**src/hw/elevatorPkg.sv**
```systemverilog
package elevatorPkg;

    //////////////////////////////////////////////////
    // Building geometry
    //////////////////////////////////////////////////

    localparam int NUM_FLOORS  = 5;
    localparam int TOP_FLOOR   = NUM_FLOORS - 1;
    localparam int FLOOR_W     = 3;
    // Car parks here after reset
    localparam int RESET_FLOOR = 1;

    // Cycles per floor of travel and cycles with the doors open
    localparam int TRAVEL_CYCLES = 6;
    localparam int DWELL_CYCLES  = 10;

    // One request bit per floor
    typedef logic [NUM_FLOORS-1:0] floorMaskT;

    // Direction lamp encoding
    typedef enum logic [1:0] {
        DIR_DOWN = 2'b00,
        DIR_UP   = 2'b01,
        DIR_IDLE = 2'b11
    } dirT;

    // Car FSM states
    typedef enum logic [1:0] {
        IDLE,
        MOVE_UP,
        MOVE_DOWN,
        DWELL
    } carStateT;

    // Active-low seven-segment digit for a floor, blank when out of range
    function automatic logic [6:0] segPattern(input logic [FLOOR_W-1:0] floorIdx);
        logic [6:0] pattern;
        case (floorIdx)
            FLOOR_W'(0): pattern = 7'b0000001;
            FLOOR_W'(1): pattern = 7'b1001111;
            FLOOR_W'(2): pattern = 7'b0010010;
            FLOOR_W'(3): pattern = 7'b0000110;
            FLOOR_W'(4): pattern = 7'b1001100;
            default:     pattern = 7'b1111111;
        endcase
        return pattern;
    endfunction

endpackage

```
**src/hw/callPanel.sv**
```systemverilog
`timescale 1ns/100ps

module callPanel (
    input  logic                       clk,
    input  logic                       rst,
    input  logic                       update,
    input  logic [elevatorPkg::FLOOR_W-1:0] hallFloor,
    input  logic                       hallUp,
    input  logic                       hallDown,
    input  elevatorPkg::floorMaskT     carSwitches,
    output elevatorPkg::floorMaskT     setHallUp,
    output elevatorPkg::floorMaskT     setHallDown,
    output elevatorPkg::floorMaskT     setCar
);
    import elevatorPkg::*;

    // Switch levels seen at the previous update
    floorMaskT lastSwitches;
    // One-hot hall floor, empty for floors above the top
    floorMaskT hallOneHot;

    always_comb
    begin
        for (int i = 0; i < NUM_FLOORS; i++)
        begin
            hallOneHot[i] = (hallFloor == FLOOR_W'(i));
        end
    end

    always_ff @(posedge clk)
    begin
        if (rst)
        begin
            setHallUp    <= '0;
            setHallDown  <= '0;
            setCar       <= '0;
            lastSwitches <= '0;
        end
        else
        begin
            // Masks last exactly one cycle
            setHallUp   <= '0;
            setHallDown <= '0;
            setCar      <= '0;
            if (update)
            begin
                // Up button has priority over down
                if (hallUp)
                begin
                    setHallUp <= hallOneHot;
                end
                else if (hallDown)
                begin
                    setHallDown <= hallOneHot;
                end
                // Only switches that went from off to on call the car
                setCar       <= carSwitches & ~lastSwitches;
                lastSwitches <= carSwitches;
            end
        end
    end

    // No set mask without an update strobe one cycle earlier
    apNoSetWithoutUpdate : assert property (@(posedge clk) disable iff (rst)
        !update |=> (setHallUp == '0) && (setHallDown == '0) && (setCar == '0));

endmodule

```
**src/hw/carController.sv**
```systemverilog
`timescale 1ns/100ps

module carController (
    input  logic                   clk,
    input  logic                   rst,
    input  elevatorPkg::floorMaskT pendHallUp,
    input  elevatorPkg::floorMaskT pendHallDown,
    input  elevatorPkg::floorMaskT pendCar,
    output elevatorPkg::floorMaskT clearMask,
    output elevatorPkg::dirT       direction,
    output logic [6:0]             segments
);
    import elevatorPkg::*;

    carStateT state;
    logic [FLOOR_W-1:0] curFloor;
    logic [FLOOR_W-1:0] target;
    // Shared by travel and dwell timing
    logic [$clog2(DWELL_CYCLES)-1:0] cnt;
    // Direction of the move that led into a dwell
    dirT keptDir;

    floorMaskT allReq;
    floorMaskT reqAbove;
    floorMaskT reqBelow;
    floorMaskT beyondUp;
    floorMaskT beyondDown;
    logic [FLOOR_W-1:0] nearUp;
    logic [FLOOR_W-1:0] nearDown;
    logic [FLOOR_W-1:0] farUp;
    logic [FLOOR_W-1:0] farDown;
    logic [FLOOR_W-1:0] nextFloor;
    logic goUp;
    logic stopHere;
    logic travelDone;
    logic dwellDone;

    //////////////////////////////////////////////////
    // Request masks around the car
    //////////////////////////////////////////////////

    always_comb
    begin
        allReq = pendHallUp | pendHallDown | pendCar;
        for (int i = 0; i < NUM_FLOORS; i++)
        begin
            reqAbove[i]   = allReq[i] && (i > int'(curFloor));
            reqBelow[i]   = allReq[i] && (i < int'(curFloor));
            // Beyond the floor about to be reached
            beyondUp[i]   = allReq[i] && (i > int'(curFloor) + 1);
            beyondDown[i] = allReq[i] && (i < int'(curFloor) - 1);
        end
    end

    // Nearest and farthest requests on each side
    always_comb
    begin
        nearUp   = curFloor;
        farUp    = curFloor;
        nearDown = curFloor;
        farDown  = curFloor;
        // Downward scan keeps the lowest hit
        for (int i = TOP_FLOOR; i >= 0; i--)
        begin
            if (reqAbove[i])
                nearUp = FLOOR_W'(i);
            if (reqBelow[i])
                farDown = FLOOR_W'(i);
        end
        // Upward scan keeps the highest hit
        for (int i = 0; i < NUM_FLOORS; i++)
        begin
            if (reqAbove[i])
                farUp = FLOOR_W'(i);
            if (reqBelow[i])
                nearDown = FLOOR_W'(i);
        end
    end

    // Tie between the two sides goes up
    assign goUp = (reqAbove != '0) &&
                  ((reqBelow == '0) || ((nearUp - curFloor) <= (curFloor - nearDown)));

    assign nextFloor  = (state == MOVE_DOWN) ? curFloor - 1'b1 : curFloor + 1'b1;
    assign travelDone = (cnt == TRAVEL_CYCLES - 1);
    assign dwellDone  = (state == DWELL) && (cnt == DWELL_CYCLES - 1);

    // Stop rule on arrival at nextFloor
    always_comb
    begin
        if (state == MOVE_UP)
            stopHere = pendCar[nextFloor] || pendHallUp[nextFloor] ||
                       (nextFloor == target) || (beyondUp == '0);
        else
            stopHere = pendCar[nextFloor] || pendHallDown[nextFloor] ||
                       (nextFloor == target) || (beyondDown == '0);
    end

    //////////////////////////////////////////////////
    // Car FSM
    //////////////////////////////////////////////////

    always_ff @(posedge clk)
    begin
        if (rst)
        begin
            state    <= IDLE;
            curFloor <= FLOOR_W'(RESET_FLOOR);
            target   <= FLOOR_W'(RESET_FLOOR);
            cnt      <= '0;
            keptDir  <= DIR_IDLE;
        end
        else
        begin
            case (state)
                IDLE:
                begin
                    cnt <= '0;
                    // Someone waiting right here opens the doors
                    if (allReq[curFloor])
                    begin
                        state   <= DWELL;
                        keptDir <= DIR_IDLE;
                    end
                    else if (goUp)
                    begin
                        state   <= MOVE_UP;
                        target  <= nearUp;
                        keptDir <= DIR_UP;
                    end
                    else if (reqBelow != '0)
                    begin
                        state   <= MOVE_DOWN;
                        target  <= nearDown;
                        keptDir <= DIR_DOWN;
                    end
                end
                MOVE_UP, MOVE_DOWN:
                begin
                    if (travelDone)
                    begin
                        cnt      <= '0;
                        curFloor <= nextFloor;
                        if (stopHere)
                            state <= DWELL;
                    end
                    else
                        cnt <= cnt + 1'b1;
                end
                DWELL:
                begin
                    if (dwellDone)
                    begin
                        cnt <= '0;
                        // Keep going the same way while work remains there
                        if ((keptDir == DIR_UP) && (reqAbove != '0))
                        begin
                            state  <= MOVE_UP;
                            target <= farUp;
                        end
                        else if ((keptDir == DIR_DOWN) && (reqBelow != '0))
                        begin
                            state  <= MOVE_DOWN;
                            target <= farDown;
                        end
                        else
                            state <= IDLE;
                    end
                    else
                        cnt <= cnt + 1'b1;
                end
                default:
                    state <= IDLE;
            endcase
        end
    end

    // Release every call at this floor as the doors close
    always_comb
    begin
        clearMask = '0;
        if (dwellDone)
            clearMask[curFloor] = 1'b1;
    end

    always_comb
    begin
        case (state)
            MOVE_UP:   direction = DIR_UP;
            MOVE_DOWN: direction = DIR_DOWN;
            DWELL:     direction = keptDir;
            default:   direction = DIR_IDLE;
        endcase
    end

    assign segments = segPattern(curFloor);

    // Car never leaves the shaft
    apFloorRange : assert property (@(posedge clk) disable iff (rst)
        curFloor <= FLOOR_W'(TOP_FLOOR));

    // A downward run never begins on the ground floor
    apNoDownFromZero : assert property (@(posedge clk) disable iff (rst)
        (state != MOVE_DOWN) ##1 (state == MOVE_DOWN) |-> (curFloor != '0));

    apDirLegal : assert property (@(posedge clk) disable iff (rst)
        direction inside {DIR_DOWN, DIR_UP, DIR_IDLE});

endmodule

```
**src/hw/elevatorTop.sv**
```systemverilog
`timescale 1ns/100ps

module elevatorTop (
    input  logic                       clk,
    input  logic                       rst,
    input  logic                       update,
    input  logic [elevatorPkg::FLOOR_W-1:0] hallFloor,
    input  logic                       hallUp,
    input  logic                       hallDown,
    input  elevatorPkg::floorMaskT     carSwitches,
    output elevatorPkg::dirT           direction,
    output logic [6:0]                 segments
);
    import elevatorPkg::*;

    //////////////////////////////////////////////////
    // Call path, panel to store to controller
    //////////////////////////////////////////////////

    floorMaskT setHallUp;
    floorMaskT setHallDown;
    floorMaskT setCar;
    floorMaskT pendHallUp;
    floorMaskT pendHallDown;
    floorMaskT pendCar;
    // Fed back from the controller at the end of each dwell
    floorMaskT clearMask;

    callPanel i_callPanel (
        .clk, .rst, .update, .hallFloor, .hallUp, .hallDown, .carSwitches,
        .setHallUp, .setHallDown, .setCar
    );

    requestStore i_requestStore (
        .clk, .rst, .setHallUp, .setHallDown, .setCar, .clearMask,
        .pendHallUp, .pendHallDown, .pendCar
    );

    carController i_carController (
        .clk, .rst, .pendHallUp, .pendHallDown, .pendCar,
        .clearMask, .direction, .segments
    );

endmodule

```
**src/hw/requestStore.sv**
```systemverilog
`timescale 1ns/100ps

module requestStore (
    input  logic                   clk,
    input  logic                   rst,
    input  elevatorPkg::floorMaskT setHallUp,
    input  elevatorPkg::floorMaskT setHallDown,
    input  elevatorPkg::floorMaskT setCar,
    input  elevatorPkg::floorMaskT clearMask,
    output elevatorPkg::floorMaskT pendHallUp,
    output elevatorPkg::floorMaskT pendHallDown,
    output elevatorPkg::floorMaskT pendCar
);

    //////////////////////////////////////////////////
    // Pending request vectors
    //////////////////////////////////////////////////

    // Three independent vectors share one clear mask
    // Clear first, then set, so a call made during the
    // closing cycle of a dwell is not lost

    always_ff @(posedge clk)
    begin
        if (rst)
        begin
            pendHallUp   <= '0;
            pendHallDown <= '0;
            pendCar      <= '0;
        end
        else
        begin
            // Hall calls wanting to go up
            pendHallUp   <= (pendHallUp & ~clearMask) | setHallUp;

            // Hall calls wanting to go down
            pendHallDown <= (pendHallDown & ~clearMask) | setHallDown;

            // Calls from the car switches
            pendCar      <= (pendCar & ~clearMask) | setCar;
        end
    end

    //////////////////////////////////////////////////
    // Checks
    //////////////////////////////////////////////////

    // Controller only ever releases the floor it stands at
    apClearOneFloor : assert property (@(posedge clk) disable iff (rst)
        $onehot0(clearMask));

endmodule

```
**config.mk**
```make
export PLATFORM = sky130hd
export DESIGN_NAME = elevatorTop
export DESIGN_NICKNAME = d
export VERILOG_FILES = /design/src/hw/elevatorPkg.sv /design/src/hw/callPanel.sv /design/src/hw/carController.sv /design/src/hw/elevatorTop.sv /design/src/hw/requestStore.sv
export SDC_FILE = /design/constraint.sdc
export NUM_CORES = 1
export LEC_CHECK = 0
export ABC_AREA = 1
export BUFFER_PORTS_ARGS = -buffer_cell sky130_fd_sc_hd__buf_2
export CAP_MARGIN = 0
export CORE_ASPECT_RATIO = 1.4
export CORE_MARGIN = 2
export CORE_UTILIZATION = 45
export CTS_CLUSTER_SIZE = 8
export DETAILED_ROUTE_END_ITERATION = 7
export PLACE_DENSITY = 0.72
export SLEW_MARGIN = 5
export SYNTH_ARGS = -nofsm -noshare
export SYNTH_HDL_FRONTEND = slang
export SYNTH_SLANG_ARGS = --single-unit
```
**constraint.sdc**
```tcl
create_clock -name clk -period 3.6 [get_ports clk]
set_input_delay 0.18 -clock clk [delete_from_list [all_inputs] [get_ports clk]]
set_output_delay 0.18 -clock clk [all_outputs]
set_load 0.1 [all_outputs]
```
==> out/results.ini <==
[run_status]
outcome=finished clean

[clock_network]
cts_num_sinks=49
clk_transition_reported_paths_ps=100
tritoncts.num_buffers=5
cts_root_buffer=clkbuf_8
maximum_root_to_sink_buffer_count=2
worstSkewPairLatency_ps=310
tritoncts=done
ctsHtreeMaxLevel=2

[min_path]
whs_path_depth=3
hp-class=input port to register
holdCritStartpoint=carSwitches[3]
hold-path-endpoint=i_callPanel.setCar[3]

[die]
fp-row-count=36
die_area_um2=7820
chipHeight_um=104
design.core.area_um2=6940
chipWidth_um=75.3
ioPinCount=22
start_util_pct=46.2

[timing]
finalSetupTns_ps=0
timing_hold_violations_final=0
timing.final.crit_share_pct=91.2
slew_headroom_pct=65.9
clock-skew-final_ps=15.2
slew_violations=0
setup-violations-final=0
setup_slack_ps=316
timing.final.crit_period_ps=3280
achievable-frequency_mhz=304
transition_time_of_the_tightest_slew_check_pin_ps=508

[critical_path]
critPathMaxStageDelay_ps=380
ff2ff_path_depth=26
crit_slowest_cell=fa_1
regToRegStartpoint=i_carController.curFloor[0]
timing.setup.critical_path_class=register to register
timing.critical_path.arrival_ps=3490
crit_path_end_kind=register
critical_path_peak_fanout=22
cp.buffers_inverters=4
startpoint_type=register
r2r_slack_ps=320
crit_path_frequent_cell=nand2_1
cp_required_ps=3800
critPathTopFamily=simple AND/OR/NAND/NOR gates
critical_path.reg2reg.endpoint=i_carController.target[0]

[final_layout]
areaGrowthSynthToFinish_pct=12.1
final_common_cell=nand2_1
final_design_area_no_fill_um2=3590
drive_above_1_share_pct=18.0
final.fill_count=749
mostFrequentLayoutCells=nand2_1 (111), nor2_1 (65), inv_1 (54), dfxtp_1 (47), nand3_1 (40)
final_net_count=534
n_antenna_cell=0

[flow_run]
cap_violations=0

[placement]
port-buffer-count=21
pre_cts_slack_ps=167
hpwl_um=5960
place.gp.congestion=0.913
placed_cell_area_um2=3420

[drt]
antenna_violation_net_count_after_detailed_routing=0
average_wire_per_standard_cell_um=12.6
m1WireLength_um=2950
met3_length_um=231
finalWirelength_um=7500
drc_violations=0
via_count=2981
highest_layer=met4
avgViaCountPerCell=5.00
first_iter_violations=184
met2_length_um=3900
drt-pass1-iter-count=4

[synthesis]
synth-seq-cells=49
synth-seq-area-share_pct=30.6
async_set_reset_flop_share_out_of_synthesis_pct=0
synth.net_count=509
synth.yosys.warnings=0
synth-edff-count=0
syn_inst=475
synthesis.area_per_instance_um2=6.74
combined_area_of_all_synthesized_cells_um2=3200
postSynth.topFlopCell=dfxtp_1
post_synth_num_cell_types=37

[grt]
globalRouteOverflowTotal=0
vias_in_the_first_global_route=2901
global_route_wire_length_before_repair_um=12500
antenna_found_initial=0
grt_max_degree=23
grt.total_usage_pct=20.4

[power]
totalPowerFinal_w=0.00170
power_leakage_nw=1.77
ir_drop_v=0.000352
power_per_cell_area_nw_per_um2=473

-- worst max path at each step --
stage	cells after the start	start	to
2_1_floorplan	10	i_carController.curFloor[0]	segments[2]
3_3_place_gp	24	i_carController.curFloor[0]	i_carController.target[2]
3_5_place_dp	24	i_carController.curFloor[0]	i_carController.target[2]
4_1_cts	25	i_carController.curFloor[0]	i_carController.target[2]
5_1_grt	22	i_carController.curFloor[1]	i_carController.target[2]
6_report	26	i_carController.curFloor[0]	i_carController.target[0]
-- power by group --
part           switching [W]  internal (W)  leakage (nW)  total (W)
Combinational       0.000452      0.000210          1.31   0.000662
Clock               0.000185      0.000226        0.0574   0.000411
Sequential         0.0000366      0.000589         0.399   0.000626
Total               0.000673       0.00103          1.77    0.00170
-- Yosys cell counts (2+ instances only) --
master	n	share of area, %
fa_1	2	1.3
nand2_1	114	13
clkbuf_1	2	0.23
o21ai_1	2	0.31
nor2_4	3	1.1
a21oi_1	29	4.5
inv_4	2	0.39
inv_2	7	0.82
or2_2	2	0.39
ha_1	19	7.4
nor2_1	66	7.7
nor3_1	8	1.3
xnor2_1	2	0.55
nand3_2	6	1.9
o21ai_0	23	3.6
nand2_4	5	1.8
buf_6	4	1.4
inv_1	55	6.4
buf_2	2	0.31
nand3_1	40	6.3
nand4_1	4	0.78
nand3_4	2	1.1
buf_4	2	0.47
dfxtp_1	49	31
nand2_2	11	2.1
xor2_1	3	0.82
-- what timing repair did --
item | 4_1_cts | 5_1_grt
hold buffers | 0 | 0
setup buffers | 0 | 1
endpoints found under the setup margin | 0 | 6
resized for setup | 0 | 16
-- per-layer routing --
| metal | track usage [%] | vias to the layer above |
|---|---|---|
| met5 | 0 | - |
| met4 | 11.8 | 0 |
| met3 | 3.40 | 30 |
| met2 | 36.9 | 65 |
| met1 | 20.8 | 1336 |
| li1 | - | 1550 |
-- registers in the layout, summed over array words and instances, names as in the netlist --
signal	cells
i_carController.state	2
i_callPanel.setHallDown	5
i_callPanel.setHallUp	5
i_callPanel.setCar	5
i_requestStore.pendHallDown	5
i_carController.curFloor	3
i_requestStore.pendCar	5
i_carController.target	3
i_callPanel.lastSwitches	5
i_requestStore.pendHallUp	5
i_carController.cnt	4
i_carController.keptDir	2
-- through the flow --
stage                     hold slack (ps)  instances  utilization (%)
after floorplan                       314        475                -
after global placement                406        587             49.3
final                                 109        596             51.7
after detailed placement              408        587             49.3
after CTS                             107        595             51.0
after global routing                  117        596             51.7
-- logic make-up after synthesis --
| logic type | Yosys count | synth area share, % |
|---|---|---|
| buffers and inverters | 75 | 10.2 |
| and+or+nand+nor | 266 | 39.5 |
| DFF | 49 | 30.6 |
| AOI/OAI and AO/OA | 59 | 9.61 |
| xor gates and xnor gates | 5 | 1.37 |
| adders and majority gates | 21 | 8.68 |
-- layout make-up --
cell class                 count  area [um^2]  share of cell area (%)
multi-input combinational    351         1940                    54.0
tap                           95          119                    3.31
clock buffer                   6         82.6                    2.30
timing repair buffer          28          178                    4.95
inverter                      65          253                    7.04
clock inverter                 2         37.5                    1.05
sequential                    49          983                    27.4
-- tightest hold or removal path, delay by kind of cell --
family | cells | cell delay (ps)
and+or+nand+nor | 1 | 40
buffers and inverters | 2 | 150
No activity file was read; power rests on OpenSTA's default activity.
